`config.mk`:
```
export PLATFORM = sky130hd
export DESIGN_NAME = register_file
export DESIGN_NICKNAME = d
export VERILOG_FILES = /design/src/design/core_pkg.sv /design/src/design/register_file.sv
export VERILOG_INCLUDE_DIRS = /design/src /design/src/include
export SDC_FILE = /design/constraint.sdc
export NUM_CORES = 1
export LEC_CHECK = 0
export BUFFER_PORTS_ARGS = -buffer_cell sky130_fd_sc_hd__buf_2
export CAP_MARGIN = 10
export CORE_ASPECT_RATIO = 1.75
export CORE_MARGIN = 5
export CORE_UTILIZATION = 55
export CTS_CLUSTER_DIAMETER = 200
export DETAILED_ROUTE_END_ITERATION = 12
export PLACE_DENSITY = 0.76
export SKIP_CTS_REPAIR_TIMING = 1
export SLEW_MARGIN = 20
export SYNTH_ARGS = -nofsm -noshare
export SYNTH_HDL_FRONTEND = slang
export SYNTH_SLANG_ARGS = --single-unit
```
`constraint.sdc`:
```
create_clock -name clk -period 1.5 [get_ports clk]
set_clock_uncertainty 0.1 [all_clocks]
set_input_delay 0.075 -clock clk [delete_from_list [all_inputs] [get_ports clk]]
set_output_delay 0.075 -clock clk [all_outputs]
set_load 0.01 [all_outputs]
```
`src/include/core_settings.svh`:
```
`ifndef CORE_SETTINGS_SVH
`define CORE_SETTINGS_SVH

// Datapath and register file geometry
`define CORE_DATA_WIDTH 16
`define CORE_REG_COUNT 16
`define CORE_REG_SEL_WIDTH 4

// Data memory geometry
`define CORE_MEM_DEPTH 256
`define CORE_MEM_ADDR_WIDTH 8

// Registers owned by the second write port (load/store side)
`define CORE_SPECIAL_REG_A 12
`define CORE_SPECIAL_REG_B 13

`endif

```
`src/design/core_pkg.sv`:
```
`default_nettype none

`include "core_settings.svh"

package core_pkg;

	//////////////////////////////
	// Instruction encoding
	//////////////////////////////

	typedef enum logic [2:0] {
		OP_ADD   = 3'd0,
		OP_SUB   = 3'd1,
		OP_AND   = 3'd2,
		OP_XOR   = 3'd3,
		OP_MOVI  = 3'd4,
		OP_LOAD  = 3'd5,
		OP_STORE = 3'd6
	} opcode_t;

	// rs1 doubles as address base, rs2 as store data source
	typedef struct packed {
		opcode_t opcode;
		logic [`CORE_REG_SEL_WIDTH-1:0] rd;
		logic [`CORE_REG_SEL_WIDTH-1:0] rs1;
		logic [`CORE_REG_SEL_WIDTH-1:0] rs2;
		logic [7:0] imm;
	} instr_t;

	//////////////////////////////
	// Datapath transfers
	//////////////////////////////

	typedef struct packed {
		logic en;
		logic [`CORE_REG_SEL_WIDTH-1:0] sel;
		logic [`CORE_DATA_WIDTH-1:0] data;
	} reg_write_t;

	typedef struct packed {
		logic valid;
		logic write;
		logic [`CORE_MEM_ADDR_WIDTH-1:0] addr;
		logic [`CORE_DATA_WIDTH-1:0] wdata;
	} mem_req_t;

endpackage

`default_nettype wire

```
`src/design/register_file.sv`:
```
`timescale 1ns/1ps
`default_nettype none

`include "core_settings.svh"

module register_file (
	input wire logic clk,
	input wire logic reset,
	input wire logic [`CORE_REG_SEL_WIDTH-1:0] read_sel_1,
	input wire logic [`CORE_REG_SEL_WIDTH-1:0] read_sel_2,
	output logic [`CORE_DATA_WIDTH-1:0] read_data_1,
	output logic [`CORE_DATA_WIDTH-1:0] read_data_2,
	input wire core_pkg::reg_write_t port_1_write,
	input wire core_pkg::reg_write_t port_2_write
);

	logic [`CORE_DATA_WIDTH-1:0] regs [`CORE_REG_COUNT];

	logic port_1_special;
	logic port_2_special;
	logic port_1_ok;
	logic port_2_ok;

	// Ownership check per port
	assign port_1_special = (port_1_write.sel == `CORE_SPECIAL_REG_A) ||
		(port_1_write.sel == `CORE_SPECIAL_REG_B);
	assign port_2_special = (port_2_write.sel == `CORE_SPECIAL_REG_A) ||
		(port_2_write.sel == `CORE_SPECIAL_REG_B);

	// Writes to the other port's registers just vanish
	assign port_1_ok = port_1_write.en && !port_1_special;
	assign port_2_ok = port_2_write.en && port_2_special;

	always_ff @(posedge clk) begin
		if (reset) begin
			for (int i = 0; i < `CORE_REG_COUNT; i++) begin
				regs[i] <= '0;
			end
		end else begin
			// Targets never overlap, so both may land in one cycle
			if (port_1_ok) begin
				regs[port_1_write.sel] <= port_1_write.data;
			end
			if (port_2_ok) begin
				regs[port_2_write.sel] <= port_2_write.data;
			end
		end
	end

	//////////////////////////////
	// Combinational reads
	//////////////////////////////

	assign read_data_1 = regs[read_sel_1];
	assign read_data_2 = regs[read_sel_2];

endmodule

`default_nettype wire

```
==> results.ini <==
[outcome]
outcome = complete, but fails checks
violations = setup timing

[synthesis]
synth_cell_types = 24
yosys_warnings = 0
synth_fp_nets = 913
yosysMostFrequentCell = and2_1
postSynthCellCount = 861
yosys.area.top_type_share_pct = 57.33
synth.avg_cell_area_um2 = 15.57
async_flop_share_pct = 0
yosys_register_bits = 256
ys_seq_area_share_pct = 57.33
ys.flop_type = edfxtp_1
synth_edf_count = 256
synth_area_leader_cell = edfxtp_1
synth_common_cells = and2_1 (258), edfxtp_1 (256), mux4_2 (128)
synth_area_um2 = 13410
yosys-top-cells-area = edfxtp_1 (57%), mux4_2 (21%), and2_1 (12%), a22oi_1 (3.6%), clkbuf_1 (1.6%)

[setup_path]
critical_path.top_delay_family = multiplexers
crit_required_ps = 1320
crit_arrival_ps = 1980
crit_slowest_cell = mux4_2
endpoint_kind = output pin
cp_max_fo = 2
worst_setup_path_start_kind = flop
path_class = reg -> out
critical_path.cell_chain = mux4_2, a22oi_2, nand2_1, buf_2
cp_slowest_stage_delay_ps = 490
critical_path_buf_inv_count = 1

[pwr]
p_sw_share_pct = 23.43
p_per_area_nw_per_um2 = 1058
p_leak_nw = 5.848
clkPwrFrac_pct = 36.9
power.net_switching_mw = 4.045
vdd_ir_drop_max_mv = 0.7197
power_frac_comb_pct = 13.8
p_int_mw = 13.22
power.total_mw = 17.27
seq_power_share_pct = 49.3

[layout]
reg_top3 = regs: 256 flops
diodes = 0
fin_util_pct = 67.94
area_delta_synth_final_pct = 21.71
largest_reg_flops = 256
fin_nets = 1061
multi_input_area_um2 = 5687
fillCellCount = 1594
ff_latch_area_um2 = 7687
drive_above_1_share_pct = 39.77
top_register = regs

[timing]
worstMarginPinSlew_ps = 455.9
max-slew-margin-rel_pct = 69.19
hold_viol = 0
fin_crit_ps = 2154
fin_ws_ps = -653.5
fin_crit_sh_pct = 143.6
setup_viol = 32
slew_viol_final = 0
rsz0062_at_grt = yes
fmax_mhz = 464.4
holdWs_ps = 104.4

[floorplanning]
initial_core_util_pct = 55.82
die_h_um = 216.6
io_pins = 84
core-area_um2 = 24020
design.die.area_um2 = 27730
rows = 75
die-width_um = 128.0

[clocking]
htree_levels = 1
cts_buffers = 24
cts_tree = built
root_buffer = clkbuf_16
path_clk_slew_ps = 70
cts_sinks = 256
cts_buffer_depth = 3

[routing]
drc = 0
drtAntennaViolNets = 0
drt_iter0_drc = 828
finalWirelength_um = 35280
post_drt_wl_per_cell_um = 26.45
vias = 8439
post_drt_via_cell_ratio = 6.326
dr.pass1.iters = 5

[global_route]
gr-total-overflow = 0
grt_pass1_wl_um = 53350
grt_pass1_vias = 8990
grt_max_degree = 30
grt_usage_pct = 25.62
antenna_found_initial = 0

[placement]
gp_congestion = 0.8428
numPortBuffers = 83
place_hpwl_um = 25010

[min_path]
worstHoldEndpoint = regs[12][13]
hold_path_depth = 4
hold_path_class = in -> reg
hold_start = port_2_write[20]

[run]
cap_violations = 0

[per-layer routing]
layer,vias up,track usage [%],part of all wire [%]
met3,107,2.833,6.5
met4,0,10.80,4.2
li1,3619,-,-
met1,4263,29.13,33
met2,450,48.01,56
met5,-,0,0
[tightest hold or removal path, delay by kind of cell]
kind	cells	cell delay (ps)
AND/OR/NAND/NOR	2	290
buffers and inverters	2	230
[worst max path at each step]
stage	from	to	slack (ps)	cells past startpoint
finish	regs[2][2]	read_data_1[2]	-650	4
global route	regs[0][5]	read_data_1[5]	-690	4
CTS	regs[15][4]	read_data_1[4]	-730	4
detailed placement	read_sel_1[0]	read_data_1[4]	-330	6
global placement	read_sel_1[0]	read_data_1[4]	-280	6
floorplan	read_sel_1[0]	read_data_1[10]	-70	5
[power groups by stage]
stage | clock network (mW) | logic, mW | registers [mW]
after floorplan | 0 | 1.28 | 8.54
after global placement | 0 | 2.12 | 8.60
after global routing | 6.75 | 2.51 | 8.54
final | 6.37 | 2.38 | 8.51
after CTS | 6.42 | 2.17 | 8.50
after detailed placement | 0 | 2.15 | 8.64
[cell usage in the layout (no fill, tap or decap), types with 5 or more instances in the layout]
| master | instances |
|---|---|
| nand2_1 | 30 |
| and2_1 | 258 |
| buf_4 | 58 |
| buf_2 | 78 |
| buf_12 | 28 |
| a22oi_1 | 16 |
| nor2_1 | 10 |
| or2_2 | 11 |
| dlygate4sd3_1 | 32 |
| clkbuf_16 | 25 |
| edfxtp_1 | 256 |
| or2_4 | 5 |
| mux4_2 | 128 |
| clkinv_2 | 5 |
| a22oi_2 | 48 |
[metrics by stage]
step | TNS [ps] | instances | area, um2 | setup WS (ps)
after CTS | -19870 | 1302 | 15730 | -727.2
after global placement | -37840 | 1259 | 14910 | -277.1
after detailed placement | -45490 | 1259 | 14910 | -326.9
after global routing | -19600 | 1334 | 16320 | -692.8
after floorplan | -2401 | 861 | 13440 | -72.28
final | -17980 | 1334 | 16320 | -653.5
[kinds of logic (layout without fill, tap and decap cells)]
family / after synthesis / after routing / share of synthesized area (%)
AOI/OAI and AO/OA: 64 / 64 / 3.583
buffers and inverters: 77 / 242 / 2.314
and+or+nand+nor: 336 / 336 / 15.27
muxes: 128 / 128 / 21.50
DFF: 256 / 256 / 57.33
[area by class of cell]
type / instances / area share [%]
Tap cell: 308 / 2.361
Clock inverter: 15 / 1.127
Multi-Input combinational cell: 528 / 34.84
Clock buffer: 28 / 3.902
Timing Repair Buffer: 199 / 10.66
Sequential cell: 256 / 47.10
No activity file was read; power rests on OpenSTA's default activity.
