<file path="src/include/core_settings.svh">
`ifndef CORE_SETTINGS_SVH
`define CORE_SETTINGS_SVH

// Datapath and register file geometry
`define CORE_DATA_WIDTH 16
`define CORE_REG_COUNT 16
`define CORE_REG_SEL_WIDTH 4

// Data memory geometry
`define CORE_MEM_DEPTH 256
`define CORE_MEM_ADDR_WIDTH 8

// Registers owned by the second write port (load/store side)
`define CORE_SPECIAL_REG_A 12
`define CORE_SPECIAL_REG_B 13

`endif

</file>
<file path="src/design/core_pkg.sv">
`default_nettype none

`include "core_settings.svh"

package core_pkg;

	//////////////////////////////
	// Instruction encoding
	//////////////////////////////

	typedef enum logic [2:0] {
		OP_ADD   = 3'd0,
		OP_SUB   = 3'd1,
		OP_AND   = 3'd2,
		OP_XOR   = 3'd3,
		OP_MOVI  = 3'd4,
		OP_LOAD  = 3'd5,
		OP_STORE = 3'd6
	} opcode_t;

	// rs1 doubles as address base, rs2 as store data source
	typedef struct packed {
		opcode_t opcode;
		logic [`CORE_REG_SEL_WIDTH-1:0] rd;
		logic [`CORE_REG_SEL_WIDTH-1:0] rs1;
		logic [`CORE_REG_SEL_WIDTH-1:0] rs2;
		logic [7:0] imm;
	} instr_t;

	//////////////////////////////
	// Datapath transfers
	//////////////////////////////

	typedef struct packed {
		logic en;
		logic [`CORE_REG_SEL_WIDTH-1:0] sel;
		logic [`CORE_DATA_WIDTH-1:0] data;
	} reg_write_t;

	typedef struct packed {
		logic valid;
		logic write;
		logic [`CORE_MEM_ADDR_WIDTH-1:0] addr;
		logic [`CORE_DATA_WIDTH-1:0] wdata;
	} mem_req_t;

endpackage

`default_nettype wire

</file>
<file path="src/design/alu_unit.sv">
`timescale 1ns/1ps
`default_nettype none

`include "core_settings.svh"

module alu_unit (
	input wire logic go,
	input wire core_pkg::opcode_t opcode,
	input wire logic [`CORE_REG_SEL_WIDTH-1:0] rd,
	input wire logic [`CORE_DATA_WIDTH-1:0] operand_a,
	input wire logic [`CORE_DATA_WIDTH-1:0] operand_b,
	input wire logic [7:0] imm,
	output core_pkg::reg_write_t alu_write
);

	logic [`CORE_DATA_WIDTH-1:0] result;
	logic writes_reg;

	always_comb begin
		result = '0;
		writes_reg = 1'b0;
		case (opcode)
			core_pkg::OP_ADD: begin
				result = operand_a + operand_b;
				writes_reg = 1'b1;
			end
			core_pkg::OP_SUB: begin
				result = operand_a - operand_b;
				writes_reg = 1'b1;
			end
			core_pkg::OP_AND: begin
				result = operand_a & operand_b;
				writes_reg = 1'b1;
			end
			core_pkg::OP_XOR: begin
				result = operand_a ^ operand_b;
				writes_reg = 1'b1;
			end
			// Immediate is zero-extended
			core_pkg::OP_MOVI: begin
				result = {{(`CORE_DATA_WIDTH-8){1'b0}}, imm};
				writes_reg = 1'b1;
			end
			default: begin
				writes_reg = 1'b0;
			end
		endcase
	end

	assign alu_write.en = go && writes_reg;
	assign alu_write.sel = rd;
	assign alu_write.data = result;

endmodule

`default_nettype wire

</file>
<file path="config.mk">
export PLATFORM = sky130hd
export DESIGN_NAME = alu_unit
export DESIGN_NICKNAME = d
export VERILOG_FILES = /design/src/design/core_pkg.sv /design/src/design/alu_unit.sv
export VERILOG_INCLUDE_DIRS = /design/src /design/src/include
export SDC_FILE = /design/constraint.sdc
export NUM_CORES = 1
export LEC_CHECK = 0
export BUFFER_PORTS_ARGS = -buffer_cell sky130_fd_sc_hd__buf_2
export CORE_MARGIN = 10
export CORE_UTILIZATION = 53
export DETAILED_ROUTE_END_ITERATION = 8
export PLACE_DENSITY = 0.95
export SLEW_MARGIN = 20
export SYNTH_ARGS = -nofsm -noshare
export SYNTH_HDL_FRONTEND = slang
export SYNTH_SLANG_ARGS = --single-unit
export TNS_END_PERCENT = 1
</file>
<file path="constraint.sdc">
create_clock -name vclk -period 3.5
set_clock_uncertainty 0.2 [all_clocks]
set_input_delay 0.35 -clock vclk [all_inputs]
set_output_delay 0.35 -clock vclk [all_outputs]
set_load 0.005 [all_outputs]
</file>
==> impl_summary.txt <==
----------------------------------------------------
[GRT]
  Antenna violations before repair ... 0
  Met3 capacity usage during global routing ... 3.49%
  Global Route met1 Usage ... 21.0%
  Leftover overflow at the end of global routing ... 0
  Pin count of the biggest net entering global routing ... 21
  Gr busiest metal ... met2
  Grt met2 use ... 32.5%
  Via count of the first global-routing pass ... 2281
  First-pass GRT wire length ... 9.94 mm
  All-Layer GR Usage ... 18.2%

[Synth]
  Number of distinct library cells after synthesis ... 60
  Top cells by area, synth ... sky130_fd_sc_hd__ha_1, sky130_fd_sc_hd__mux2i_1, sky130_fd_sc_hd__xnor2_1, sky130_fd_sc_hd__nor2_1, sky130_fd_sc_hd__a21oi_1
  Syn avg cell area ... 7.95 sq um
  Most frequent cells after synthesis ... sky130_fd_sc_hd__ha_1, sky130_fd_sc_hd__nor2_1, sky130_fd_sc_hd__a21oi_1
  Synth Warn # ... 0
  Fraction of post-synthesis cell area in the top cell type by area ... 21.8%
  Mapped Cells ... 231
  Part of the Yosys area used for sequential elements ... 0%
  Net count after synthesis ... 312
  Post-synth design cell area ... 1840 sq um
  Cell with the most instances after synthesis ... sky130_fd_sc_hd__ha_1
  Cell type contributing the most total cell area after synthesis ... sky130_fd_sc_hd__ha_1

[Critical path]
  Largest incremental delay on the critical path ... 370 ps
  Critical-path cell with the highest stage delay ... sky130_fd_sc_hd__nor4_4
  Critical Path Fanout Max ... 5
  Endpoint arrival time on the critical path ... 3130 ps
  Critical path's top delay family ... compound AO/OA/AOI/OAI gates
  Startpoint type of the worst setup path ... input pin
  Critical setup path kind ... in2out
  Required @ worst endpoint ... 2950 ps
  Buffers and inverters on the worst path ... 3
  Crit path capture type ... output port
  Ordered list of cells on the worst path ... buf_12 -> nor4_4 -> buf_4 -> nand2_1 -> o31ai_1 -> xor2_1 -> ha_1 -> nand2_2 -> nor2_2 -> a211oi_4 -> o31ai_4 -> a21o_1 -> a2111oi_4 -> buf_2

[Pwr]
  Cell-internal power ... 0.000224 W
  Sequential share of power ... 0%
  Power density cells ... 189 nW/um^2
  P_sw ... 0.000247 W
  Clock network power share ... 0%
  Static Leakage ... 1.22 nW
  IR drop worst, VDD ... 109 uV
  Logic pwr share ... 100.0%
  Switching Share ... 52.5%

[Timing]
  Fmax ... 272 MHz
  RSZ-0062 raised after global routing ... yes
  Min cycle time layout ... 3680 ps
  Transition time at the pin with the least slew margin ... 432 ps
  Number of endpoints failing setup at the final stage ... 4
  Minimum setup slack in the final design ... -183 ps
  Fin. Hold Viols ... 0
  Crit share post-route ... 105%
  Final number of max-transition violations ... 0
  Worst slew margin ... 71.2%

[Finish]
  Final instance area ... 2490 sq um
  Utilization after layout ... 74.6%
  Clock buffers ... 0
  NumNets Final ... 392
  Antenna diode instance count ... 0
  Sequential cell count ... 0
  Area growth from synthesis to final layout ... 35.6%
  Combined flip-flop and latch cell area ... 0 sq um
  Layout cells sized above 1 ... 39.5%
  Number of standard cells in the final layout excluding fillers ... 355

[Routing]
  Via count of the routed design ... 2145
  Count of nets left with antenna violations after detail routing ... 0
  First-iteration detailed-routing DRC count ... 108
  Drt total wl ... 6.30 mm
  Pre-antenna DRT Iters ... 4
  Vias per std cell ... 6.04
  DR DRC count ... 0
  Wire length per cell ... 17.7 um

[Job]
  Number of maximum-capacitance constraint violations ... 0

[Min path]
  Min-delay worst type ... in2out
  Startpoint of the most critical hold path ... rd[3]
  Hold Crit Depth ... 0
  Terminating pin of the worst hold path ... alu_write[19]

[Clock tree]
  Total of hold buffers inserted after clock tree synthesis ... 0

[Placed design]
  Placed inst area ... 2290 sq um
  DP Cell Count ... 350
  HPWL after detailed placement ... 4.87 mm
  Port Buffers ... 61
  Weighted congestion at the end of routability-driven global placement ... 0.992

[Die]
  Horizontal die dimension ... 78.9 um
  Die area ... 6220 sq um
  Core area ... 3340 sq um
  Initial standard-cell utilization of the core ... 55.0%
  Die height ... 78.9 um
  Count of boundary I/O pins ... 69
  Number of placement rows ... 21

[Run status]
  Violations in the final reports ... negative setup slack
  Run status ... finished with violations

----------------------------------------------------
-- timing repair --
action | 4_1_cts | 5_1_grt
endpoints found under the setup margin | 5 | 8
gates resized for setup | 5 | 27
pin swaps | 0 | 9
gates cloned | 0 | 0
setup buffers | 1 | 4
-- layout by cell type (no fill, tap or decap), drive strengths merged, types with 4 or more instances in the layout --
cell type,n
nand2b,5
mux2i,11
xnor2,13
and3,4
a2111oi,4
a31oi,5
nor3,4
nand2,14
ha,32
xor2,8
nor2,24
o21ai,13
and2,4
inv,9
nor2b,5
a21o,7
buf,89
a211oi,9
a21oi,15
-- logic make-up after synthesis --
family,after synthesis,synth area share [%]
AO/OA/AOI/OAI,77,32.3
XOR/XNOR,21,10.8
adder cells (fa/ha/maj),33,22.9
buffers and inverters,21,7.70
multiplexers,11,6.00
AND/OR/NAND/NOR,68,20.2
-- power groups by stage --
stage	clock, W	combinational, W	sequential, W
6_report	0	0.000471	0
5_1_grt	0	0.000516	0
4_1_cts	0	0.000425	0
3_5_place_dp	0	0.000416	0
3_3_place_gp	0	0.000401	0
2_1_floorplan	0	0.000275	0
-- through the flow --
step	total power (W)	setup TNS [ps]	hold WS [ps]	worst slack, ps
after floorplan	0.000275	0	581	323
after global placement	0.000401	-40.3	500	-21.3
after detailed placement	0.000416	-528	500	-219
after CTS	0.000425	-91.5	500	-51.1
after global routing	0.000516	-1050	500	-303
final	0.000471	-466	500	-183
-- worst max path at each step --
stage	to	slack, ps	startpoint	cells after the start
CTS	alu_write[13]	-50	operand_b[1]	13
floorplan	alu_write[15]	320	operand_b[1]	11
global route	alu_write[13]	-300	operand_b[3]	14
global placement	alu_write[15]	-20	operand_b[1]	15
finish	alu_write[13]	-180	operand_b[3]	14
detailed placement	alu_write[13]	-220	operand_b[1]	15
-- per-layer routing --
metal	vias up	wire length, um
li1	1032	-
met1	999	2500
met4	0	103
met5	-	0
met2	101	3200
met3	13	498
-- cell type report --
class | count | area [sq um]
repair buffers | 89 | 543
fillers | 257 | 848
multi-input cells | 210 | 1820
well taps | 46 | 57.6
inverters | 10 | 63.8
No activity file was read; power rests on OpenSTA's default activity.
