### config.mk
export PLATFORM = sky130hd
export DESIGN_NAME = load_store_unit
export DESIGN_NICKNAME = d
export VERILOG_FILES = /design/src/design/core_pkg.sv /design/src/design/load_store_unit.sv
export VERILOG_INCLUDE_DIRS = /design/src /design/src/include
export SDC_FILE = /design/constraint.sdc
export NUM_CORES = 1
export LEC_CHECK = 0
export CELL_PAD_IN_SITES_DETAIL_PLACEMENT = 0
export CELL_PAD_IN_SITES_GLOBAL_PLACEMENT = 2
export CORE_MARGIN = 1.5
export CORE_UTILIZATION = 37
export CTS_BUF_LIST = sky130_fd_sc_hd__clkbuf_4 sky130_fd_sc_hd__clkbuf_8
export CTS_CLUSTER_DIAMETER = 200
export DETAILED_ROUTE_END_ITERATION = 12
export DONT_BUFFER_PORTS = 1
export GPL_TIMING_DRIVEN = 0
export PLACE_DENSITY_LB_ADDON = 0.1
export SYNTH_ARGS = -nofsm -noshare
export SYNTH_HDL_FRONTEND = slang
export SYNTH_SLANG_ARGS = --single-unit
### constraint.sdc
create_clock -name clk -period 3.2 [get_ports clk]
set_input_delay 0.96 -clock clk [delete_from_list [all_inputs] [get_ports clk]]
set_output_delay 0.96 -clock clk [all_outputs]
set_load 0.02 [all_outputs]
### src/include/core_settings.svh
`ifndef CORE_SETTINGS_SVH
`define CORE_SETTINGS_SVH

// Datapath and register file geometry
`define CORE_DATA_WIDTH 16
`define CORE_REG_COUNT 16
`define CORE_REG_SEL_WIDTH 4

// Data memory geometry
`define CORE_MEM_DEPTH 256
`define CORE_MEM_ADDR_WIDTH 8

// Registers owned by the second write port (load/store side)
`define CORE_SPECIAL_REG_A 12
`define CORE_SPECIAL_REG_B 13

`endif

### src/design/core_pkg.sv
`default_nettype none

`include "core_settings.svh"

package core_pkg;

	//////////////////////////////
	// Instruction encoding
	//////////////////////////////

	typedef enum logic [2:0] {
		OP_ADD   = 3'd0,
		OP_SUB   = 3'd1,
		OP_AND   = 3'd2,
		OP_XOR   = 3'd3,
		OP_MOVI  = 3'd4,
		OP_LOAD  = 3'd5,
		OP_STORE = 3'd6
	} opcode_t;

	// rs1 doubles as address base, rs2 as store data source
	typedef struct packed {
		opcode_t opcode;
		logic [`CORE_REG_SEL_WIDTH-1:0] rd;
		logic [`CORE_REG_SEL_WIDTH-1:0] rs1;
		logic [`CORE_REG_SEL_WIDTH-1:0] rs2;
		logic [7:0] imm;
	} instr_t;

	//////////////////////////////
	// Datapath transfers
	//////////////////////////////

	typedef struct packed {
		logic en;
		logic [`CORE_REG_SEL_WIDTH-1:0] sel;
		logic [`CORE_DATA_WIDTH-1:0] data;
	} reg_write_t;

	typedef struct packed {
		logic valid;
		logic write;
		logic [`CORE_MEM_ADDR_WIDTH-1:0] addr;
		logic [`CORE_DATA_WIDTH-1:0] wdata;
	} mem_req_t;

endpackage

`default_nettype wire

### src/design/load_store_unit.sv
`timescale 1ns/1ps
`default_nettype none

`include "core_settings.svh"

module load_store_unit (
	input wire logic clk,
	input wire logic reset,
	input wire logic lsu_start,
	input wire core_pkg::opcode_t lsu_opcode,
	input wire logic [`CORE_REG_SEL_WIDTH-1:0] lsu_rd,
	input wire logic [`CORE_MEM_ADDR_WIDTH-1:0] lsu_addr,
	input wire logic [`CORE_DATA_WIDTH-1:0] lsu_wdata,
	output logic lsu_busy,
	output core_pkg::mem_req_t lsu_req,
	input wire logic lsu_grant,
	input wire logic lsu_rsp_valid,
	input wire logic [`CORE_DATA_WIDTH-1:0] rdata,
	output core_pkg::reg_write_t lsu_write
);

	typedef enum logic [1:0] {
		LSU_IDLE,
		LSU_REQ,
		LSU_WAIT
	} lsu_state_t;

	lsu_state_t state;

	logic store_q;
	logic [`CORE_REG_SEL_WIDTH-1:0] rd_q;
	logic [`CORE_MEM_ADDR_WIDTH-1:0] addr_q;
	logic [`CORE_DATA_WIDTH-1:0] wdata_q;

	always_ff @(posedge clk) begin
		if (reset) begin
			state <= LSU_IDLE;
		end else begin
			case (state)
				LSU_IDLE: if (lsu_start) state <= LSU_REQ;
				// Stores are done at grant, loads wait for data
				LSU_REQ: if (lsu_grant) state <= store_q ? LSU_IDLE : LSU_WAIT;
				LSU_WAIT: if (lsu_rsp_valid) state <= LSU_IDLE;
				default: state <= LSU_IDLE;
			endcase
		end
	end

	// Command latched once, held through the grant wait
	always_ff @(posedge clk) begin
		if (state == LSU_IDLE && lsu_start) begin
			store_q <= (lsu_opcode == core_pkg::OP_STORE);
			rd_q <= lsu_rd;
			addr_q <= lsu_addr;
			wdata_q <= lsu_wdata;
		end
	end

	assign lsu_busy = (state != LSU_IDLE);

	assign lsu_req.valid = (state == LSU_REQ);
	assign lsu_req.write = store_q;
	assign lsu_req.addr = addr_q;
	assign lsu_req.wdata = wdata_q;

	// Loaded word goes to port 2 as it arrives
	assign lsu_write.en = (state == LSU_WAIT) && lsu_rsp_valid;
	assign lsu_write.sel = rd_q;
	assign lsu_write.data = rdata;

endmodule

`default_nettype wire

==> key figures <==
Synthesis
  – Mapped Nets: 114
  – Synth cell types: 14
  – Synthesized flop and latch total: 31
  – Seq/Total Area, Yosys: about four fifths
  – Cells after synthesis: 62
  – Post-Syn Area per Cell: between 15 and 20 um2
  – Syn Std Cell Area: 0.00113 mm2
  – Warnings from Yosys: 0

GRT
  – GRT met3 Usage: ~8.4%
  – GRT Residual Overflow: 0
  – Initial antenna violation count: 0
  – M2 GR Usage: a little over an eighth
  – Gr usage total: 9.65%
  – Busiest grt layer: met2
  – Global-route wire length before repair: 2.21 mm
  – Pin count of the biggest net entering global routing: 18
  – Met1 usage: just under 9%
  – Vias in the first global route: 419

Drt
  – Pre-antenna DRT Iters: 3
  – WL/cell: approximately 17 um
  – DRC errors left: 0
  – Initial DRC Count: 10
  – WL final: 1.72 mm
  – Post-route ant nets: 0
  – Vias per cell: approximately 5
  – Vias: 513

STA
  – Worst-Margin Slew: 649 ps
  – Final setup fails: 0
  – Unrepaired setup endpoints after global routing: no
  – Clk_skew: 12.2 ps
  – Crit path time final: 2150 ps
  – Max Clock Freq: roughly 470 MHz
  – Hold Violations, Final: 0
  – WHS: around 550 ps
  – Setup TNS: 0 ps
  – Max-slew headroom: approximately 57%
  – Pins Over Slew Limit: 0
  – Final cycle utilization of the critical path: between 60% and 70%

Clock network
  – CTS Sinks: 31
  – Reg clk slew, reported paths: around 80 ps
  – Worst-Skew Late Latency: between 300 and 400 ps
  – Clk root buf: clkbuf_4
  – Post-CTS Resized: 0
  – Post-CTS Hold Buffers: 0
  – Post-CTS Setup Bufs: 0
  – CTS Buf Count: 5
  – CTS tree: built
  – H-tree Lvls: 2
  – Clock buffer depth: 2

Floorplanning
  – Initial Utilization: 40.1%
  – Die width: 58.4 um
  – Die area: approximately 0.0034 mm2
  – Die Ht: about 58 um
  – Core area: 0.00283 mm2
  – Ports: 100
  – Rows: 19

Place
  – Dpl cells: 94
  – Placer Congestion: between 0.6 and 0.7
  – # port buffers: 0

Finish
  – Share of cells above drive strength 1: 43.7%
  – Commonest cells after routing, fill and taps aside: 29 x edfxtp_1, 17 x buf_4, 6 x clkbuf_4
  – Nets: 122
  – Non-Filler Instances: between 100 and 150
  – Leading cell type in the layout, fill and taps excluded: edfxtp_1
  – Synth-to-Final Area Change: 10.6%
  – ANT cells: 0

Worst setup path
  – CP delay by family, top: simple AND/OR/NAND/NOR gates
  – Kind of critical path: primary input to output pin
  – Critical Path RT: approximately 2200 ps
  – Crit Path Max Fanout: 2
  – Crit path capture type: output pin
  – WP data arrival: between 1000 and 1500 ps
  – Slowest cell on the critical path: and3b_2
  – Critical path cell sequence: and3b_2
  – Slowest stage delay, CP: approximately 230 ps
  – Startpoint Class: primary input
  – Buf+Inv Stages, Crit Path: 0

Power and ir drop
  – Sw Pwr: 203 uW
  – Gate power share: 7.4%
  – Clock power share: 29.3%
  – Maximum VDD drop: between 0.0002 and 0.0003 V
  – Flop pwr share: between 60 and 70%
  – PwrDens: roughly 650 mW/mm2
  – Pint: 616 uW
  – PnR Total Power: ~820 uW
  – Switching share of power: between 20% and 30%
  – Leak: between 0.4 and 0.5 nW

Hold path
  – Hold WC Path Type: flop to flop

Outcome
  – Status: finished, final reports clean

Run
  – Maxcap violations: 0
logic make-up (layout without fill, tap and decap cells):
logic type / Yosys count / after routing / share of synthesized area (%)
DFF: 31 / 31 / 80.4
buffers and inverters: 18 / 27 / 11.6
and+or+nand+nor: 11 / 11 / 6.29
AOI/OAI and AO/OA: 2 / 2 / 1.77
metrics by stage:
step                      utilization [%]  setup slack (ps)  instance area (um2)
final                                44.3              1050                 1250
after global routing                 44.3              1030                 1250
after CTS                            44.3              1050                 1250
after detailed placement             42.1              1050                 1190
after global placement               41.4               126                 1170
after floorplan                         -               561                 1130
registers in the layout, summed over array words and instances (netlist names):
name	count
addr_q	8
state	2
rd_q	4
store_q	1
wdata_q	16
path summary, 6_finish.rpt:
path / from / to / slack, ps / cells after the start
worst min-delay path: store_q / state[1] / 550 / 2
worst max-delay path: lsu_rsp_valid / lsu_write[20] / 1050 / 1
worst min register to register: store_q / state[1] / 550 / 2
worst max register to register: state[0] / wdata_q[4] / 1390 / 3
synthesized netlist by cell type, drive strengths merged:
cell	instances	area share, %
or2	1	0.55
nand2	1	0.33
inv	1	0.33
nor3b	1	0.66
dfxtp	2	3.5
nand2b	1	0.77
or3b	2	1.5
nor2b	1	0.55
a21oi	1	0.44
buf	17	11
and3b	1	0.88
a221oi	1	1.3
edfxtp	29	77
nor2	3	0.99
power by group through the flow:
stage / Combinational [mW] / Sequential (mW) / Clock, mW
finish: 0.0605 / 0.518 / 0.240
global route: 0.0646 / 0.521 / 0.264
CTS: 0.0619 / 0.519 / 0.251
detailed placement: 0.0618 / 0.528 / 0
global placement: 0.0576 / 0.530 / 0
floorplan: 0.0525 / 0.525 / 0
cell type report:
| class | instances | area [um2] |
|---|---|---|
| plain buffers | 17 | 128 |
| clock inverters | 1 | 5.00 |
| clock buffers | 7 | 58.8 |
| repair buffers | 1 | 15.0 |
| well taps | 31 | 38.8 |
| fillers | 260 | 1580 |
| inverters | 1 | 3.75 |
| multi-input cells | 13 | 93.8 |
| flip-flops and latches | 31 | 911 |
per-layer routing:
layer | share of wire [%] | routed length (um)
met1 | 30 | 512
met2 | 49 | 845
met3 | 18 | 317
met4 | 2.5 | 43
met5 | 0 | 0
Note: power is estimated with default switching activity, not from simulation.
