[config.mk]
export PLATFORM = sky130hd
export DESIGN_NAME = issue_unit
export DESIGN_NICKNAME = d
export VERILOG_FILES = /design/src/design/core_pkg.sv /design/src/design/issue_unit.sv
export VERILOG_INCLUDE_DIRS = /design/src /design/src/include
export SDC_FILE = /design/constraint.sdc
export NUM_CORES = 1
export LEC_CHECK = 0
export BUFFER_PORTS_ARGS = -buffer_cell sky130_fd_sc_hd__buf_2
export CAP_MARGIN = 20
export CORE_MARGIN = 4
export CORE_UTILIZATION = 41
export CTS_CLUSTER_DIAMETER = 150
export DETAILED_ROUTE_END_ITERATION = 10
export GPL_TIMING_DRIVEN = 0
export PLACE_DENSITY_LB_ADDON = 0.12
export SLEW_MARGIN = 10
export SYNTH_ARGS = -nofsm -noshare
export SYNTH_HDL_FRONTEND = slang
export SYNTH_SLANG_ARGS = --single-unit
[constraint.sdc]
create_clock -name clk -period 5.11 [get_ports clk]
set_input_delay 0.511 -clock clk [delete_from_list [all_inputs] [get_ports clk]]
set_output_delay 0.511 -clock clk [all_outputs]
set_load 0.02 [all_outputs]
[src/include/core_settings.svh]
`ifndef CORE_SETTINGS_SVH
`define CORE_SETTINGS_SVH

// Datapath and register file geometry
`define CORE_DATA_WIDTH 16
`define CORE_REG_COUNT 16
`define CORE_REG_SEL_WIDTH 4

// Data memory geometry
`define CORE_MEM_DEPTH 256
`define CORE_MEM_ADDR_WIDTH 8

// Registers owned by the second write port (load/store side)
`define CORE_SPECIAL_REG_A 12
`define CORE_SPECIAL_REG_B 13

`endif

[src/design/core_pkg.sv]
`default_nettype none

`include "core_settings.svh"

package core_pkg;

	//////////////////////////////
	// Instruction encoding
	//////////////////////////////

	typedef enum logic [2:0] {
		OP_ADD   = 3'd0,
		OP_SUB   = 3'd1,
		OP_AND   = 3'd2,
		OP_XOR   = 3'd3,
		OP_MOVI  = 3'd4,
		OP_LOAD  = 3'd5,
		OP_STORE = 3'd6
	} opcode_t;

	// rs1 doubles as address base, rs2 as store data source
	typedef struct packed {
		opcode_t opcode;
		logic [`CORE_REG_SEL_WIDTH-1:0] rd;
		logic [`CORE_REG_SEL_WIDTH-1:0] rs1;
		logic [`CORE_REG_SEL_WIDTH-1:0] rs2;
		logic [7:0] imm;
	} instr_t;

	//////////////////////////////
	// Datapath transfers
	//////////////////////////////

	typedef struct packed {
		logic en;
		logic [`CORE_REG_SEL_WIDTH-1:0] sel;
		logic [`CORE_DATA_WIDTH-1:0] data;
	} reg_write_t;

	typedef struct packed {
		logic valid;
		logic write;
		logic [`CORE_MEM_ADDR_WIDTH-1:0] addr;
		logic [`CORE_DATA_WIDTH-1:0] wdata;
	} mem_req_t;

endpackage

`default_nettype wire

[src/design/issue_unit.sv]
`timescale 1ns/1ps
`default_nettype none

`include "core_settings.svh"

module issue_unit (
	input wire logic clk,
	input wire logic reset,
	input wire logic instr_valid,
	input wire core_pkg::instr_t instr,
	input wire logic lsu_busy,
	output logic busy,
	output logic [`CORE_REG_SEL_WIDTH-1:0] read_sel_1,
	output logic [`CORE_REG_SEL_WIDTH-1:0] read_sel_2,
	input wire logic [`CORE_DATA_WIDTH-1:0] read_data_1,
	input wire logic [`CORE_DATA_WIDTH-1:0] read_data_2,
	output logic go,
	output core_pkg::opcode_t opcode,
	output logic [`CORE_REG_SEL_WIDTH-1:0] rd,
	output logic [`CORE_DATA_WIDTH-1:0] operand_a,
	output logic [`CORE_DATA_WIDTH-1:0] operand_b,
	output logic [7:0] imm,
	output logic lsu_start,
	output core_pkg::opcode_t lsu_opcode,
	output logic [`CORE_REG_SEL_WIDTH-1:0] lsu_rd,
	output logic [`CORE_MEM_ADDR_WIDTH-1:0] lsu_addr,
	output logic [`CORE_DATA_WIDTH-1:0] lsu_wdata
);

	logic accept;
	logic is_mem;

	assign accept = instr_valid && !busy;
	assign is_mem = (instr.opcode == core_pkg::OP_LOAD) || (instr.opcode == core_pkg::OP_STORE);

	// Operand fetch straight from the instruction
	assign read_sel_1 = instr.rs1;
	assign read_sel_2 = instr.rs2;

	//////////////////////////////
	// ALU side, same cycle
	//////////////////////////////

	assign go = accept && !is_mem;
	assign opcode = instr.opcode;
	assign rd = instr.rd;
	assign operand_a = read_data_1;
	assign operand_b = read_data_2;
	assign imm = instr.imm;

	//////////////////////////////
	// Load/store hand-off
	//////////////////////////////

	// Start flag also bridges busy until lsu_busy rises
	always_ff @(posedge clk) begin
		if (reset) begin
			lsu_start <= 1'b0;
		end else begin
			lsu_start <= accept && is_mem;
		end
	end

	always_ff @(posedge clk) begin
		if (accept && is_mem) begin
			lsu_opcode <= instr.opcode;
			lsu_rd <= instr.rd;
			lsu_addr <= read_data_1[`CORE_MEM_ADDR_WIDTH-1:0] + instr.imm;
			lsu_wdata <= read_data_2;
		end
	end

	assign busy = lsu_start || lsu_busy;

endmodule

`default_nettype wire

==> flow_summary.yaml, run 1 <==
outcome:
  status: "completed"
final_layout:
  drive_gt1_share_pct: 70.7
  final_area_mm2: 0.00257
  nNetsFinal: 342
  diodes: 0
  syn2layout_area_growth_pct: 48.1
yosys:
  ys_seq_area_share_pct: 54.9
  yosys_register_bits: 32
  avgSynthCellArea_um2: 12.6
  async_flop_share_pct: 0
  synth_area_mm2: 0.00173
  synthesis.nets: 204
  synth_warnings: 0
  ys_types: 26
  netlist.area_leader.share_pct: 53.7
  synth_top_cells_by_area: "edfxtp_1 (54%), buf_4 (24%), ha_1 (5.1%)"
  synth_top_flop_cell: "edfxtp_1"
  synth_edf_count: 31
  yosysTopAreaCell: "edfxtp_1"
  synthCells: 137
min_path:
  hold_path_depth: 2
  min_to: "lsu_start$_SDFF_PP0_"
  hold_class: "in -> reg"
  min_from: "reset"
global_routing:
  grt_antenna_before_repair: 0
  grt_max_degree: 32
  grt_usage_pct: 13.6
  first_global_vias: 1248
  grt_pass1_wl_um: 5510
  grt_overflow: 0
worst_setup_path:
  critPathLaunchType: "input pin"
  arrival_ps: 1620
  reg2reg_slack_ps: 3460
  reg2reg_to: "lsu_rd[3]$_DFFE_PP_"
  crit_type: "in -> reg"
  ff2ff_path_depth: 3
  endpoint_kind: "register"
  path_max_fanout: 31
  required_ps: 5010
  reg2reg_from: "lsu_start$_SDFF_PP0_"
cts:
  numCtsBuffers: 5
  clkTransAtPathRegs_ps: 70
  clk-insertion-delay-late_ps: 280
  cts_buffer_depth: 2
  cts_resized: 0
  hold_buffers: 0
  cts_setup_buffers: 0
  clock-sinks: 32
  clock-root-buffer: "clkbuf_8"
  htree_levels: 2
  cts_tree: "built"
flow_run:
  cap_violations: 0
detailed_routing:
  vias_per_cell: 4.25
  drt-pass1-iter-count: 4
  drcViolationCount: 0
  num_vias: 1386
  postRouteAntennaNets: 0
  drtIter0Drc: 30
  avgRoutedWirePerCell_um: 12.1
  routed_wl_um: 3950
sta:
  final.min_clock_period_ps: 1720
  grt_setup_unrepaired: "no"
  timing.hold.ws_ps: 388
  fmax_mhz: 580
  finalHoldViolations: 0
  slew_violations: 0
  tightest_slew_ps: 838
  clock_skew_ps: 8.90
  setup-tns-final_ps: 0
  fin_crit_sh_pct: 33.7
  relSlewSlack_pct: 44.0
  finalSetupViolCount: 0
floorplan:
  die_w_um: 73.0
  start_util_pct: 42.7
  die_area_mm2: 0.00533
  design.core.area_mm2: 0.00406
  io_pins: 148
  fp.dieH_um: 73.0
  rows: 23
placement:
  hpwl_um: 3380
  gp_congestion: 0.755
  place_area_mm2: 0.00246
  port-buffer-count: 131
power_and_ir_drop:
  irDropWorstVdd_mv: 0.168
  p_per_area_mw_per_mm2: 270
  p_leak_nw: 1.29
[how the worst max path moves through the flow]
| stage | from | end | slack (ps) | cells past startpoint |
|---|---|---|---|---|
| after floorplan | instr[21] | lsu_addr[0]$_DFFE_PP_ | 2610 | 3 |
| after global placement | instr[21] | lsu_wdata[4]$_DFFE_PP_ | 1910 | 4 |
| after detailed placement | instr[21] | lsu_wdata[4]$_DFFE_PP_ | 3070 | 4 |
| after global routing | instr[20] | lsu_rd[3]$_DFFE_PP_ | 3250 | 4 |
| final | instr[21] | lsu_rd[3]$_DFFE_PP_ | 3390 | 4 |
| after CTS | instr[21] | lsu_wdata[1]$_DFFE_PP_ | 3360 | 4 |
[power breakdown]
| part | switching, mW | leakage [nW] | total (mW) | internal (mW) |
|---|---|---|---|---|
| Sequential | 0.00109 | 0.290 | 0.299 | 0.298 |
| Clock | 0.0868 | 0.0552 | 0.231 | 0.144 |
| Combinational | 0.0868 | 0.949 | 0.162 | 0.0753 |
| Total | 0.175 | 1.29 | 0.692 | 0.517 |
[per-layer routing]
layer	share of wire, %	GRT usage [%]
met4	1.1	4.92
met2	49	23.8
met5	0	0
met3	14	5.92
met1	35	14.5
[synth_stat cells, drive strengths merged, types with 2 or more instances]
| cell type | n |
|---|---|
| buf | 55 |
| edfxtp | 31 |
| ha | 7 |
| a21oi | 6 |
| inv | 6 |
| nand2 | 3 |
| nor2 | 3 |
| o211ai | 3 |
| xor2 | 3 |
| nor2b | 2 |
| nor3 | 2 |
| o21ai | 2 |
| o311ai | 2 |
| xnor2 | 2 |
[layout make-up]
class / instances / area [µm²]
buffer: 55 / 413
fill: 350 / 1490
multi-input combinational: 44 / 354
clock buffer: 6 / 72.6
clock inverter: 2 / 35.0
inverter: 6 / 22.5
timing repair buffer: 131 / 656
tap: 50 / 62.6
sequential: 32 / 951
[worst max-delay path, stage by stage]
cell     delay, ps
buf_2          120
xor2_1         200
nand2_1        130
nor2_4         650
[cell usage in the layout, fill, tap and decap left out, types with 2 or more instances in the layout]
| cell | count |
|---|---|
| a21oi_1 | 6 |
| o211ai_1 | 3 |
| buf_2 | 131 |
| inv_1 | 6 |
| nor2_1 | 2 |
| buf_4 | 55 |
| nand2_1 | 3 |
| xnor2_1 | 2 |
| o21ai_0 | 2 |
| xor2_1 | 3 |
| ha_1 | 7 |
| nor3_1 | 2 |
| edfxtp_1 | 31 |
| clkbuf_8 | 5 |
[through the flow]
stage               instances  total power [mW]  setup slack (ps)  utilization, %
CTS                       326             0.703              3360            63.2
detailed placement        318             0.468              3070            60.6
floorplan                 137             0.412              2610               -
global placement          318             0.465              1910            60.4
global route              326             0.724              3250            63.2
finish                    326             0.692              3390            63.2
[sequential cells by signal, indices dropped and copies added (netlist names)]
register / flops
lsu_start: 1
lsu_rd: 4
lsu_opcode: 3
lsu_addr: 8
lsu_wdata: 16
[cells by family after synthesis]
| family | count (synthesis) | share of synthesized area [%] |
|---|---|---|
| xor+xnor | 5 | 2.53 |
| flops | 32 | 54.9 |
| simple gates | 12 | 3.83 |
| fa+ha+maj | 8 | 6.21 |
| buf+inv | 61 | 25.1 |
| compound gates | 19 | 7.44 |
Note: power is estimated with default switching activity, not from simulation.
==> run 2: changes to the inputs <==
Settings changed: CORE_UTILIZATION 41 to 34.
Clock period 5.11 ns to 1.4 ns, I/O delays scaled along.
==> run 2 against run 1 <==
Critical path depth rose by 1; sequential power rose to 3.6 times the previous value; register-to-register slack got worse by 3200 ps; final cell count rose by 6.4%; sequential share of layout area fell by 1.3 points; critical path type unchanged.
==> flow_summary.yaml, run 2 (same netlist as run 1, synthesis figures left out) <==
outcome:
  status: "completed"
sta:
  final.min_clock_period_ps: 1280
  grt_setup_unrepaired: "no"
  finalHoldViolations: 0
  slew_violations: 0
  finalSetupViolCount: 0
  clock_skew_ps: 1.69
  fin_crit_sh_pct: 91.6
  relSlewSlack_pct: 71.2
  fin_ws_ps: 117
  tightest_slew_ps: 430
  fmax_mhz: 779
final_layout:
  final_area_mm2: 0.00267
  syn2layout_area_growth_pct: 53.9
  nNetsFinal: 346
  reg_top3: "lsu_wdata x16, lsu_addr x8, lsu_rd x4"
  drive_gt1_share_pct: 71.8
  fin_cells: 347
  multi_input_area_um2: 378
  top_register: "lsu_wdata"
  ff_latch_area_um2: 955
  final_common_cell: "buf_2"
  largest_reg_flops: 16
  mostFrequentLayoutCells: "buf_2 (130), buf_4 (56), edfxtp_1 (31)"
  utilization_pct: 55.4
  diodes: 0
  fill_cells: 446
floorplan:
  io_pins: 148
  rows: 25
  design.core.area_mm2: 0.00482
  die_w_um: 79.4
  start_util_pct: 36.0
  die_area_mm2: 0.00630
  fp.dieH_um: 79.4
detailed_routing:
  drtIter0Drc: 17
  avgRoutedWirePerCell_um: 11.9
  routed_wl_um: 4140
  vias_per_cell: 4.13
  postRouteAntennaNets: 0
  num_vias: 1432
  drcViolationCount: 0
  drt-pass1-iter-count: 2
min_path:
  min_to: "lsu_wdata[12]$_DFFE_PP_"
  hold_path_depth: 1
  min_from: "read_data_2[12]"
  hold_class: "in -> reg"
global_routing:
  grt_max_degree: 17
  grt_usage_pct: 12.8
  grt_pass1_wl_um: 6180
  first_global_vias: 1319
  grt_antenna_before_repair: 0
  grt_overflow: 0
power_and_ir_drop:
  p_per_area_mw_per_mm2: 949
  p_leak_nw: 1.32
  irDropWorstVdd_mv: 0.386
placement:
  gp_congestion: 0.680
  port-buffer-count: 131
  hpwl_um: 3470
  place_area_mm2: 0.00250
  pre_cts_slack_ps: -324
  dp.cells: 335
cts:
  cts_buffer_depth: 2
  numCtsBuffers: 5
  clk-insertion-delay-late_ps: 270
  htree_levels: 2
  clock-sinks: 32
  clock-root-buffer: "clkbuf_8"
  clkTransAtPathRegs_ps: 60
  cts_tree: "built"
worst_setup_path:
  reg2reg_slack_ps: 260
  arrival_ps: 1300
  required_ps: 1420
  reg2reg_to: "lsu_wdata[2]$_DFFE_PP_"
  crit_type: "in -> reg"
  endpoint_kind: "register"
  reg2reg_from: "lsu_start$_SDFF_PP0_"
  path_max_fanout: 3
  ff2ff_path_depth: 4
  critPathLaunchType: "input pin"
flow_run:
  cap_violations: 0
==> run 2: cell types whose count changed in the layout (fill, tap and decap cells not counted), sizes merged <==
cell | previous run | this run
buf | 186 | 188
clkbuf | 6 | 5
nor2 | 3 | 4
clkinv | 1 | 2
dlygate4sd3 | 0 | 1
==> run 2: layout make-up <==
type | count | share of cell area [%]
plain buffers | 55 | 15.5
clock buffers | 5 | 2.58
flip-flops and latches | 32 | 35.8
inverters | 6 | 0.845
multi-input cells | 45 | 14.2
repair buffers | 134 | 26.6
well taps | 67 | 3.14
clock inverters | 3 | 1.41
==> run 2: metal layers <==
metal | track usage (%) | vias up | routed length [µm]
met4 | 4.64 | 0 | 63
met3 | 5.53 | 6 | 576
met5 | 0 | - | 0
met1 | 14.1 | 618 | 1530
met2 | 21.9 | 97 | 1980
li1 | - | 711 | -
==> run 2: worst max path at each step <==
| stage | depth (start not counted) | start | end | slack (ps) |
|---|---|---|---|---|
| after global placement | 4 | instr[21] | lsu_wdata[14]$_DFFE_PP_ | -330 |
| after floorplan | 3 | lsu_start$_SDFF_PP0_ | lsu_addr[0]$_DFFE_PP_ | -20 |
| after CTS | 3 | lsu_start$_SDFF_PP0_ | lsu_rd[3]$_DFFE_PP_ | 20 |
| final | 5 | instr[1] | lsu_addr[5]$_DFFE_PP_ | 120 |
| after global routing | 4 | lsu_start$_SDFF_PP0_ | go | 3 |
| after detailed placement | 4 | instr[21] | lsu_rd[2]$_DFFE_PP_ | -320 |
==> run 2: timing repair <==
action | CTS | global route
hold endpoints to repair | 0 | 1
cloned | 1 | 0
setup endpoints to repair | 31 | 32
setup buffers | 0 | 2
hold buffers | 0 | 1
gates resized for setup | 1 | 1
pin swaps | 1 | 2
==> run 2: stage by stage <==
stage | setup TNS [ps] | power, mW | hold WS, ps
6_report | 0 | 2.53 | 53.0
5_1_grt | 0 | 2.66 | 39.3
4_1_cts | 0 | 2.56 | 4.35
3_5_place_dp | -10570 | 1.71 | 302
3_3_place_gp | -10890 | 1.70 | 302
2_1_floorplan | -532 | 1.51 | 209
==> run 2: power by group <==
group | internal (mW) | switching [mW] | total, mW
combinational | 0.287 | 0.324 | 0.611
clock | 0.517 | 0.312 | 0.830
sequential | 1.08 | 0.00412 | 1.09
==> run 2: critical path, stage by stage <==
cell and delay (ps):
buf_2 110, ha_1 300, a211oi_1 390, o21ai_0 190, xor2_1 160
